## src/hw/sbus_defs.svh

```systemverilog
// Bus and memory dimensions for the serial slave, included by every RTL source that needs them
`ifndef SBUS_DEFS_SVH
`define SBUS_DEFS_SVH

// bits per data word
`define SBUS_DATA_WIDTH 32

// RAM size in words and the address width that covers it
`define SBUS_ADDR_DEPTH 256
`define SBUS_ADDR_WIDTH 8

// slave identifier carried in each command frame
`define SBUS_ID_WIDTH 2

// three-bit pattern that opens every command frame
`define SBUS_START_CODE 3'b111

// start code, id, rw bit, burst bit, word address
`define SBUS_FRAME_LEN (3 + `SBUS_ID_WIDTH + 1 + 1 + `SBUS_ADDR_WIDTH)

`endif

```

## src/hw/sbus_pkg.sv

```systemverilog
// Shared types of the serial slave; modules import it to name words, addresses and FSM states
`include "sbus_defs.svh"

package sbus_pkg;

    // one data word as stored in RAM and moved on the bus
    typedef logic [`SBUS_DATA_WIDTH-1:0] data_t;

    // word address into the RAM
    typedef logic [`SBUS_ADDR_WIDTH-1:0] addr_t;

    // slave identifier as sent in the frame
    typedef logic [`SBUS_ID_WIDTH-1:0] slave_id_t;

    // wide enough to count all bits of a word, and of a frame
    typedef logic [$clog2(`SBUS_DATA_WIDTH):0] bit_cnt_t;

    // transfer controller states
    typedef enum logic [1:0] {
        IDLE,
        WRITE,
        READ_FETCH,
        READ_SEND
    } xfer_state_t;

endpackage

```

## src/hw/sbus_xfer_ctrl.sv

```systemverilog
// Transfer controller; sequences writes and reads between the serial side and the word RAM
`include "sbus_defs.svh"

module sbus_xfer_ctrl (
    input  logic            clk,
    input  logic            rstN,
    input  logic            cmd_strobe,
    input  logic            cmd_write,
    input  logic            cmd_burst,
    input  sbus_pkg::addr_t cmd_addr,
    input  logic            word_strobe,
    input  sbus_pkg::data_t word,
    input  logic            word_last,
    input  logic            last,
    input  logic            shifting,
    input  logic            word_done,
    output logic            busy,
    output logic            wr_enable,
    output logic            mem_we,
    output logic            mem_re,
    output sbus_pkg::addr_t mem_addr,
    output sbus_pkg::data_t mem_wdata,
    output logic            load,
    output logic            ready
);
    import sbus_pkg::*;

    xfer_state_t state;
    addr_t       addr;
    logic        burst;
    logic        last_seen;
    // second fetch cycle, read data is on mem_rdata
    logic        fetch_load;
    logic        write_end;
    logic        read_end;

    // a single transfer ends after one word, a burst on last
    assign write_end = !burst || word_last;
    assign read_end  = !burst || last_seen || last;

    always_ff @(posedge clk or negedge rstN) begin
        if (!rstN) begin
            state      <= IDLE;
            addr       <= '0;
            burst      <= 1'b0;
            last_seen  <= 1'b0;
            fetch_load <= 1'b0;
        end else begin
            case (state)
                IDLE: begin
                    if (cmd_strobe) begin
                        addr       <= cmd_addr;
                        burst      <= cmd_burst;
                        last_seen  <= 1'b0;
                        fetch_load <= 1'b0;
                        state      <= cmd_write ? WRITE : READ_FETCH;
                    end
                end
                WRITE: begin
                    if (word_strobe) begin
                        addr <= addr + 1'b1;
                        if (write_end) begin
                            state <= IDLE;
                        end
                    end
                end
                READ_FETCH: begin
                    // request, then load
                    fetch_load <= !fetch_load;
                    if (fetch_load) begin
                        state <= READ_SEND;
                    end
                end
                READ_SEND: begin
                    if (last) begin
                        last_seen <= 1'b1;
                    end
                    if (word_done) begin
                        if (read_end) begin
                            state <= IDLE;
                        end else begin
                            addr  <= addr + 1'b1;
                            state <= READ_FETCH;
                        end
                    end
                end
                default: begin
                    state <= IDLE;
                end
            endcase
        end
    end

    assign busy      = (state != IDLE);
    assign wr_enable = (state == WRITE);

    // RAM requests
    assign mem_we    = wr_enable && word_strobe;
    assign mem_re    = (state == READ_FETCH) && !fetch_load;
    assign load      = (state == READ_FETCH) && fetch_load;
    assign mem_addr  = addr;
    assign mem_wdata = word;

    // ready idles high and drops from a read command through its fetch
    always_comb begin
        case (state)
            IDLE:       ready = !(cmd_strobe && !cmd_write);
            WRITE:      ready = 1'b1;
            READ_FETCH: ready = 1'b0;
            READ_SEND:  ready = shifting;
            default:    ready = 1'b1;
        endcase
    end

endmodule

```

## config.mk

```make
export PLATFORM = sky130hd
export DESIGN_NAME = sbus_xfer_ctrl
export DESIGN_NICKNAME = d
export VERILOG_FILES = /design/src/hw/sbus_pkg.sv /design/src/hw/sbus_xfer_ctrl.sv
export VERILOG_INCLUDE_DIRS = /design/src /design/src/hw
export SDC_FILE = /design/constraint.sdc
export NUM_CORES = 1
export LEC_CHECK = 0
export BUFFER_PORTS_ARGS = -buffer_cell sky130_fd_sc_hd__buf_2
export CAP_MARGIN = 25
export CORE_MARGIN = 5
export CORE_UTILIZATION = 37
export DETAILED_ROUTE_END_ITERATION = 6
export GPL_TIMING_DRIVEN = 0
export PLACE_DENSITY = 0.8
export SLEW_MARGIN = 20
export SYNTH_ARGS = -nofsm -noshare
export SYNTH_HDL_FRONTEND = slang
export SYNTH_SLANG_ARGS = --single-unit
export TNS_END_PERCENT = 50
```

## constraint.sdc

```tcl
create_clock -name clk -period 1.65 [get_ports clk]
set_input_delay 0.2475 -clock clk [delete_from_list [all_inputs] [get_ports clk]]
set_output_delay 0.2475 -clock clk [all_outputs]
set_load 0.1 [all_outputs]
```

==> results.sh, run 1 <==
export IMPL_seq_area_frac_synth_pct=30.9
export IMPL_p_per_area_nw_per_um2=2410
export IMPL_clock_skew_ns=0.00943
export IMPL_antennaDiodeCount=0
export IMPL_drive_gt1_share_pct=62.4
export IMPL_drt_initial_drc_count=59
export IMPL_core_um2=2730
export IMPL_ys_seq_elements=13
export IMPL_power_leakage_nw=0.846
export IMPL_r2r_cells=5
export IMPL_path_cells="buf_6 > buf_8 > nand2_4 > a21oi_4 > buf_12"
export IMPL_critPathArrivalTime_ns=1.35
export IMPL_cap_violations=0
export IMPL_fmax_mhz=624
export IMPL_synth_common_cells="buf_4, dfrtp_1, nand2_1, a21oi_1, nor2_1"
export IMPL_grt_use_total_pct=14.5
export IMPL_ys_warn_count=0
export IMPL_synth_area_leader_cell="dfrtp_1"
export IMPL_multi_input_area_um2=523
export IMPL_internal_power_mw=1.44
export IMPL_period_needed_ns=1.60
export IMPL_synth_top_flop_cell="dfrtp_1"
export IMPL_cts_max_level=1
export IMPL_synth_cells=126
export IMPL_hold_path_class="in -> reg"
export IMPL_cts_buffer_depth=2
export IMPL_max_slew_worst_pin_slew_ns=0.496
export IMPL_critPathBufInv=3
export IMPL_path_max_fanout=10
export IMPL_min_to="burst"
export IMPL_drt_vias_per_instance=4.93
export IMPL_fillers=264
export IMPL_rows=19
export IMPL_clkTransAtPathRegs_ns=0.09
export IMPL_netlist_area_um2=1050
export IMPL_cts_buffers=3
export IMPL_final_max_slew_viol_count=0
export IMPL_grt_pass1_wl_mm=4.89
export IMPL_power_share_switching_pct=63.1
export IMPL_die_area_um2=4010
export IMPL_register_area_um2=329
export IMPL_worstSetupPathType="reg -> out"
export IMPL_synth_cell_type_count=33
export IMPL_switching_power_mw=2.47
export IMPL_max_stage_delay_ns=0.41
export IMPL_avgSynthCellArea_um2=8.36
export IMPL_numPlacedInstances=220
export IMPL_vias=1125
export IMPL_pwr_share_seq_pct=17.7
export IMPL_synth_area_leaders="dfrtp_1, buf_4, a21oi_1, nand2_1, nor2_1"
export IMPL_antenna_found_initial=0
export IMPL_outcome="complete, no violations"
export IMPL_critical_path_depth=5
export IMPL_gp_congestion=0.794
export IMPL_cp_slowest_cell="dfrtp_1"
export IMPL_clockRootBuffer="clkbuf_4"
export IMPL_critPathLaunchType="flop"
export IMPL_reg2reg_to="mem_addr[5]"
export IMPL_p_clk_share_pct=5.1
export IMPL_async_flop_share_pct=100
export IMPL_dpl_hpwl_mm=2.43
export IMPL_rsz0062_at_grt="yes"
export IMPL_finalPower_mw=3.91
export IMPL_routedWlPerCell_um=13.5
export IMPL_fin_cells=228
export IMPL_grt_max_degree=14
export IMPL_cp_top_family="buffers and inverters"
export IMPL_synth_edff_count=0
export IMPL_comb_power_share_pct=77.1
export IMPL_clock_sinks=13
export IMPL_wirelength_mm=3.08
export IMPL_chipWidth_um=63.4
export IMPL_syn2layout_area_growth_pct=53.7
export IMPL_cp_data_required_time_ns=1.40
export IMPL_final_antenna_net_count=0
export IMPL_setup_viol_count_final=0
export IMPL_r2r_slack_ns=0.13
export IMPL_first_pass_iters=4
export IMPL_die_h_um=63.4
export IMPL_start_util_pct=38.5
export IMPL_drc=0
export IMPL_yosysTopAreaCellShare_pct=30.9
export IMPL_relSlewSlack_pct=67.2
export IMPL_nets=249
export IMPL_numPortBuffers=63
export IMPL_worstHoldStart="cmd_burst"
export IMPL_ioPinCount=96
export IMPL_hold_depth=3
export IMPL_yosysMostFrequentCell="buf_4"
export IMPL_cts_tree="yes"
export IMPL_clock_latency_ns=0.28
export IMPL_grt_overflow_total=0
export IMPL_hold_viol=0
export IMPL_synth_net_count=177
export IMPL_vdd_drop_max_v=0.00167
export IMPL_grt_pass1_vias=1144
export IMPL_r2r_start="state[0]"
export IMPL_critPathCaptureType="output pin"
export IMPL_fin_crit_sh_pct=97.1
## worst reg2reg max path: stages, from the launching register on
cell       delay (ns)
dfrtp_1          0.41
buf_4            0.13
mux2i_1          0.27
a2bb2oi_2        0.34
o21ai_0          0.15
a21oi_1          0.15
## sequential cells by signal (all words and copies together), names as in the netlist
name,count
last_seen,1
state,2
mem_addr,8
burst,1
fetch_load,1
## worst max-delay path by stage
| stage | from | end | slack, ns |
|---|---|---|---|
| after floorplan | mem_addr[2] | mem_addr[7] | -0.17 |
| after global placement | state[0] | ready | -0.06 |
| after detailed placement | state[0] | ready | -0.08 |
| after CTS | state[0] | busy | -0.0007 |
| after global routing | state[0] | mem_addr[5] | -0.02 |
| final | state[0] | ready | 0.05 |
## metal layers
metal  vias up  global-route usage [%]  share of wire (%)
li1        553                       -                  -
met1       508                    16.3                 35
met2        60                    26.0                 54
met3         4                    4.62                 11
met4         0                    3.90               0.52
met5         -                       0                  0
## area by class of cell
cell class,instances,area share (%)
inverters,2,0.618
multi-input cells,76,32.3
clock buffers,4,1.62
plain buffers,35,17.2
well taps,31,2.40
flip-flops and latches,13,20.3
repair buffers,67,25.6
## timing repair
item	CTS	global route
hold endpoints to repair	13	0
hold buffers	1	0
gates resized for setup	16	16
endpoints found under the setup margin	6	5
pin swaps	0	1
setup buffers	1	1
cloned	0	1
## stage by stage
step	worst slack, ns	utilization [%]	area [µm²]	setup TNS (ns)	hold WS (ns)
2_1_floorplan	-0.170	-	1100	-0.626	-0.0481
3_3_place_gp	-0.0585	53.1	1450	-0.0585	0.148
3_5_place_dp	-0.0773	53.1	1450	-0.0773	0.153
4_1_cts	-0.000655	56.6	1550	-0.000655	0.184
5_1_grt	-0.0232	59.2	1620	-0.0359	0.166
6_report	0.0487	59.2	1620	0	0.171
## placed cells by master (no fill, tap or decap), types with 2 or more instances in the layout
cell type,count
nor2_1,8
and3_1,4
and3_4,2
buf_2,58
nor2_4,2
buf_12,4
buf_4,35
a21oi_1,9
nand3_1,3
a31o_2,2
clkbuf_4,3
nand4_1,2
nand4b_1,2
buf_6,3
o21ai_0,6
dfrtp_2,3
o22ai_1,2
dfrtp_1,10
nor3_1,2
nand2_1,10
mux2i_1,3
## cells by family after synthesis
| group | share of synthesized area, % |
|---|---|
| adders and majority gates | 1.19 |
| and+or+nand+nor | 23.8 |
| buffers and inverters | 25.2 |
| DFF | 30.9 |
| AOI/OAI and AO/OA | 16.2 |
| muxes | 2.85 |
## power groups by stage
stage | clock, mW | combinational, mW | sequential (mW)
5_1_grt | 0.227 | 3.17 | 0.726
6_report | 0.201 | 3.01 | 0.693
3_3_place_gp | 0 | 2.69 | 0.700
3_5_place_dp | 0 | 2.70 | 0.708
4_1_cts | 0.198 | 2.86 | 0.701
2_1_floorplan | 0 | 1.64 | 1.35
Power figures use the tool's default switching activity.
==> run 2, diff against run 1 <==
==> constraint.sdc (replaced) <==
create_clock -name clk -period 1.65 [get_ports clk]
set_input_delay 0.0825 -clock clk [delete_from_list [all_inputs] [get_ports clk]]
set_output_delay 0.0825 -clock clk [all_outputs]
set_load 0.1 [all_outputs]
==> run 2 against run 1 <==
Net effect:
- final area is 5.7% lower
- sequential power is 0.9% lower
- maximum frequency shrank 2.2%
- global-route usage is essentially flat
- utilization decreased by 3.4 points
- critical path depth is 1 lower
- largest power group unchanged
- highest routed layer unchanged
==> results.sh, run 2 (same netlist as run 1, synthesis figures left out) <==
export IMPL_final_max_slew_viol_count=0
export IMPL_grt_overflow_total=0
export IMPL_cts_buffer_depth=2
export IMPL_cp_data_required_time_ns=1.57
export IMPL_critPathLaunchType="flop"
export IMPL_drc=0
export IMPL_setup_viol_count_final=0
export IMPL_outcome="complete, no violations"
export IMPL_met2_usage_pct=24.6
export IMPL_power_leakage_nw=0.813
export IMPL_vias=1144
export IMPL_place_area_um2=1440
export IMPL_antenna_found_initial=0
export IMPL_clock_skew_ns=0.00565
export IMPL_relSlewSlack_pct=67.4
export IMPL_core_um2=2730
export IMPL_chipWidth_um=63.4
export IMPL_cp_common_cell="buf_4"
export IMPL_path_cells="buf_4 > inv_1 > and3_1 > buf_4"
export IMPL_ioPinCount=96
export IMPL_antennaDiodeCount=0
export IMPL_vdd_drop_max_v=0.00155
export IMPL_drive_gt1_share_pct=58.5
export IMPL_fin_tns_setup_ns=0
export IMPL_clockRootBuffer="clkbuf_4"
export IMPL_cts_tree="yes"
export IMPL_period_needed_ns=1.64
export IMPL_grt_pass1_wl_mm=4.90
export IMPL_max_slew_worst_pin_slew_ns=0.493
export IMPL_largest_reg_flops=8
export IMPL_p_per_area_nw_per_um2=2400
export IMPL_hold_viol=0
export IMPL_cts_max_level=1
export IMPL_clock_sinks=13
export IMPL_critPathCaptureType="output pin"
export IMPL_first_pass_iters=4
export IMPL_final_antenna_net_count=0
export IMPL_drt_vias_per_instance=5.06
export IMPL_fin_cells=226
export IMPL_hold_path_class="in -> reg"
export IMPL_post_cts_setup_buffers=0
export IMPL_cts_buffers=3
export IMPL_grt_pass1_vias=1147
export IMPL_nets=247
export IMPL_max_stage_delay_ns=0.39
export IMPL_dpl_hpwl_mm=2.42
export IMPL_use_met3_pct=4.97
export IMPL_clock_latency_ns=0.28
export IMPL_numPlacedInstances=220
export IMPL_final_area_um2=1530
export IMPL_worstSetupPathType="reg -> out"
export IMPL_final_common_cell="buf_2"
export IMPL_fmax_mhz=611
export IMPL_wirelength_mm=2.96
export IMPL_grt_max_degree=14
export IMPL_rsz0062_at_grt="yes"
export IMPL_clkTransAtPathRegs_ns=0.08
export IMPL_cp_slowest_cell="dfrtp_1"
export IMPL_busiest_layer="met2"
export IMPL_die_area_um2=4010
export IMPL_path_max_fanout=10
export IMPL_grt_use_met1_pct=17.3
export IMPL_fin_crit_sh_pct=99.2
export IMPL_die_h_um=63.4
export IMPL_critPathArrivalTime_ns=1.55
export IMPL_syn2layout_area_growth_pct=44.9
export IMPL_drt_initial_drc_count=20
export IMPL_finalPower_mw=3.67
export IMPL_gp_congestion=0.841
export IMPL_start_util_pct=38.5
export IMPL_cap_violations=0
export IMPL_grt_use_total_pct=14.6
export IMPL_rows=19
export IMPL_mostFrequentLayoutCells="buf_2, buf_4, nand2_1, dfrtp_1"
export IMPL_routedWlPerCell_um=13.1
export IMPL_numPortBuffers=63
==> run 2: final timing paths <==
| path | endpoint | startpoint | slack (ns) | depth (start not counted) |
|---|---|---|---|---|
| worst max-delay path | load | state[0] | 0.01 | 4 |
| worst min-delay path | mem_addr[2] | cmd_addr[2] | 0.02 | 3 |
| worst max register to register | mem_addr[2] | last_seen | 0.19 | 4 |
| worst min register to register | mem_addr[1] | mem_addr[1] | 0.52 | 2 |
| max in group asynchronous | mem_addr[1] | rstN | 1.15 | 2 |
| min in group asynchronous | mem_addr[0] | rstN | 0.25 | 2 |
==> run 2: area by class of cell <==
class	instances	area, µm²
inverters	2	7.51
flip-flops and latches	13	328
repair buffers	65	368
clock buffers	4	26.3
fillers	260	1210
multi-input cells	76	495
well taps	31	38.8
plain buffers	35	263
==> run 2: critical path, delay by kind of cell, from the launching register on <==
| kind | cells | cell delay, ns |
|---|---|---|
| simple gates | 1 | 0.20 |
| buf+inv | 3 | 0.67 |
| flops | 1 | 0.39 |
==> run 2: per-layer routing <==
metal,share of wire (%),wire [µm],vias to the layer above
li1,-,-,554
met1,39,1160,524
met2,49,1460,64
met3,11,313,2
met4,0.91,27,0
met5,0,0,-
==> run 2: where the power goes <==
group	leakage (nW)	switching, mW	internal, mW	total [mW]
Sequential	0.154	0.202	0.486	0.687
Combinational	0.644	2.09	0.690	2.78
Clock	0.0150	0.107	0.0939	0.201
Total	0.813	2.40	1.27	3.67
==> run 2: stage by stage <==
step           worst slack [ns]  hold WS [ns]  util (%)
2_1_floorplan            -0.170        -0.213         -
3_3_place_gp              0.120       -0.0124      52.8
3_5_place_dp              0.121       -0.0129      52.8
4_1_cts                  0.0200       0.00627      54.8
5_1_grt                 -0.0620        0.0225      55.8
6_report                 0.0125        0.0233      55.8
==> run 2: repair_timing <==
action                                  CTS  global route
hold buffers                              1             1
gates resized for setup                   7             5
hold endpoints to repair                 13             1
endpoints found under the setup margin    4             5
==> run 3, diff against run 2 <==
Settings changed: CORE_MARGIN 5 to 3, MAX_ROUTING_LAYER from default to met4.
==> run 3 against run 2 <==
Net effect:
- highest routed layer unchanged
- critical path depth rose by 1
- sequential power rose by 0.6%
- die area fell by 12%
==> results.sh, run 3 (same netlist as run 1, synthesis figures left out) <==
export IMPL_cp_slowest_cell="dfrtp_1"
export IMPL_start_util_pct=40.7
export IMPL_cap_violations=0
export IMPL_wl_met1_mm=1.20
export IMPL_vdd_drop_max_v=0.00198
export IMPL_cp_data_required_time_ns=1.57
export IMPL_grt_pass1_wl_mm=4.46
export IMPL_chipWidth_um=59.4
export IMPL_wl_met3_um=277
export IMPL_grt_overflow_total=0
export IMPL_cp_top_family="buffers and inverters"
export IMPL_die_h_um=59.4
export IMPL_r2r_start="state[0]"
export IMPL_rsz0062_at_grt="yes"
export IMPL_antenna_found_initial=0
export IMPL_final_antenna_net_count=0
export IMPL_p_per_area_nw_per_um2=2410
export IMPL_core_um2=2590
export IMPL_clock_latency_ns=0.28
export IMPL_cp_common_cell="buf_4"
export IMPL_critPathBufInv=3
export IMPL_vias=1140
export IMPL_die_area_um2=3520
export IMPL_relSlewSlack_pct=67.2
export IMPL_drt_vias_per_instance=5.00
export IMPL_critPathLaunchType="flop"
export IMPL_nets=250
export IMPL_cts_buffer_depth=2
export IMPL_critical_path_depth=5
export IMPL_fin_tns_setup_ns=0
export IMPL_period_needed_ns=1.59
export IMPL_path_cells="buf_4 > buf_4 > nand2_1 > a21oi_4 > buf_12"
export IMPL_dpl_hpwl_mm=2.26
export IMPL_gp_congestion=0.846
export IMPL_cts_max_level=1
export IMPL_rows=18
export IMPL_clock_skew_ns=0.00421
export IMPL_top_layer_used="met4"
export IMPL_routedWlPerCell_um=12.9
export IMPL_drive_gt1_share_pct=60.1
export IMPL_numPortBuffers=63
export IMPL_final_area_um2=1550
export IMPL_clockRootBuffer="clkbuf_4"
export IMPL_max_stage_delay_ns=0.37
export IMPL_drc=0
export IMPL_dp_worst_setup_slack_ns=0.113
export IMPL_r2r_cells=5
export IMPL_hold_ws_ns=0.0247
export IMPL_ioPinCount=96
export IMPL_grt_max_degree=14
export IMPL_worstSetupPathType="reg -> out"
export IMPL_worstHoldStart="cmd_write"
export IMPL_cts_buffers=3
export IMPL_syn2layout_area_growth_pct=47.4
export IMPL_clkTransAtPathRegs_ns=0.08
export IMPL_hold_viol=0
export IMPL_finalPower_mw=3.75
export IMPL_fin_crit_sh_pct=96.3
export IMPL_hold_path_class="in -> reg"
export IMPL_setup_viol_count_final=0
export IMPL_grt_use_total_pct=17.2
export IMPL_wirelength_mm=2.94
export IMPL_critPathCaptureType="output pin"
export IMPL_final_max_slew_viol_count=0
export IMPL_dr_wl_met2_mm=1.43
export IMPL_place_area_um2=1440
export IMPL_layout_setup_ws_ns=0.0611
export IMPL_critPathLaunch="state[0]"
export IMPL_clock_sinks=13
export IMPL_drt_initial_drc_count=20
export IMPL_antennaDiodeCount=0
export IMPL_mostFrequentLayoutCells="buf_2, buf_4, nand2_1"
export IMPL_largest_reg_flops=8
export IMPL_first_pass_iters=4
export IMPL_hold_depth=2
export IMPL_max_slew_worst_pin_slew_ns=0.495
export IMPL_critPathArrivalTime_ns=1.51
export IMPL_power_leakage_nw=0.821
export IMPL_cts_tree="yes"
export IMPL_outcome="complete, no violations"
export IMPL_fmax_mhz=629
export IMPL_path_max_fanout=10
export IMPL_final_common_cell="buf_2"
export IMPL_grt_pass1_vias=1028
[run 3: cell count changes in the layout (fill, tap and decap cells not counted)]
| cell | previous run | this run |
|---|---|---|
| buf_4 | 35 | 38 |
| clkinvlp_4 | 0 | 1 |
| dfrtp_1 | 11 | 10 |
| dfrtp_2 | 2 | 3 |
| inv_1 | 2 | 1 |
[run 3: worst register-to-register path, stage by stage (launching register included)]
cell,delay (ns)
dfrtp_1,0.37
buf_4,0.19
clkinvlp_4,0.17
buf_4,0.18
or4_1,0.51
nand3_1,0.09
[run 3: metrics by stage]
step / std cells / util [%]
2_1_floorplan: 126 / -
3_3_place_gp: 219 / 55.7
3_5_place_dp: 219 / 55.7
4_1_cts: 225 / 58.1
5_1_grt: 228 / 60.0
6_report: 228 / 60.0
[run 3: repair_timing]
| action | CTS | global route |
|---|---|---|
| endpoints found under the setup margin | 4 | 5 |
| endpoints found under the hold margin | 14 | 0 |
| pin swaps | 0 | 0 |
| hold buffers | 2 | 0 |
| setup buffers | 0 | 3 |
| resized for setup | 6 | 8 |
[run 3: power by group]
part	internal (mW)	switching (mW)
sequential	0.488	0.203
combinational	0.738	2.11
clock	0.0939	0.111
total	1.32	2.43
[run 3: per-layer routing]
layer | vias up | global-route usage [%]
met3 | 2 | 3.92
met5 | - | -
met2 | 78 | 27.1
li1 | 554 | -
met4 | 0 | 4.85
met1 | 506 | 21.8
[run 3: cell type report]
| class | instances | area [µm²] |
|---|---|---|
| Timing Repair Buffer | 68 | 390 |
| Clock buffer | 4 | 26.3 |
| Fill cell | 218 | 1040 |
| Sequential cell | 13 | 329 |
| Inverter | 2 | 11.3 |
| Tap cell | 30 | 37.5 |
| Multi-Input combinational cell | 76 | 495 |
| Buffer | 35 | 263 |
[run 3: final timing paths]
kind | end | slack, ns
max reg2reg | mem_addr[2] | 0.09
min | state[1] | 0.02
max | ready | 0.06
min in group asynchronous | state[0] | 0.23
max in group asynchronous | mem_addr[1] | 1.16
min reg2reg | burst | 0.51
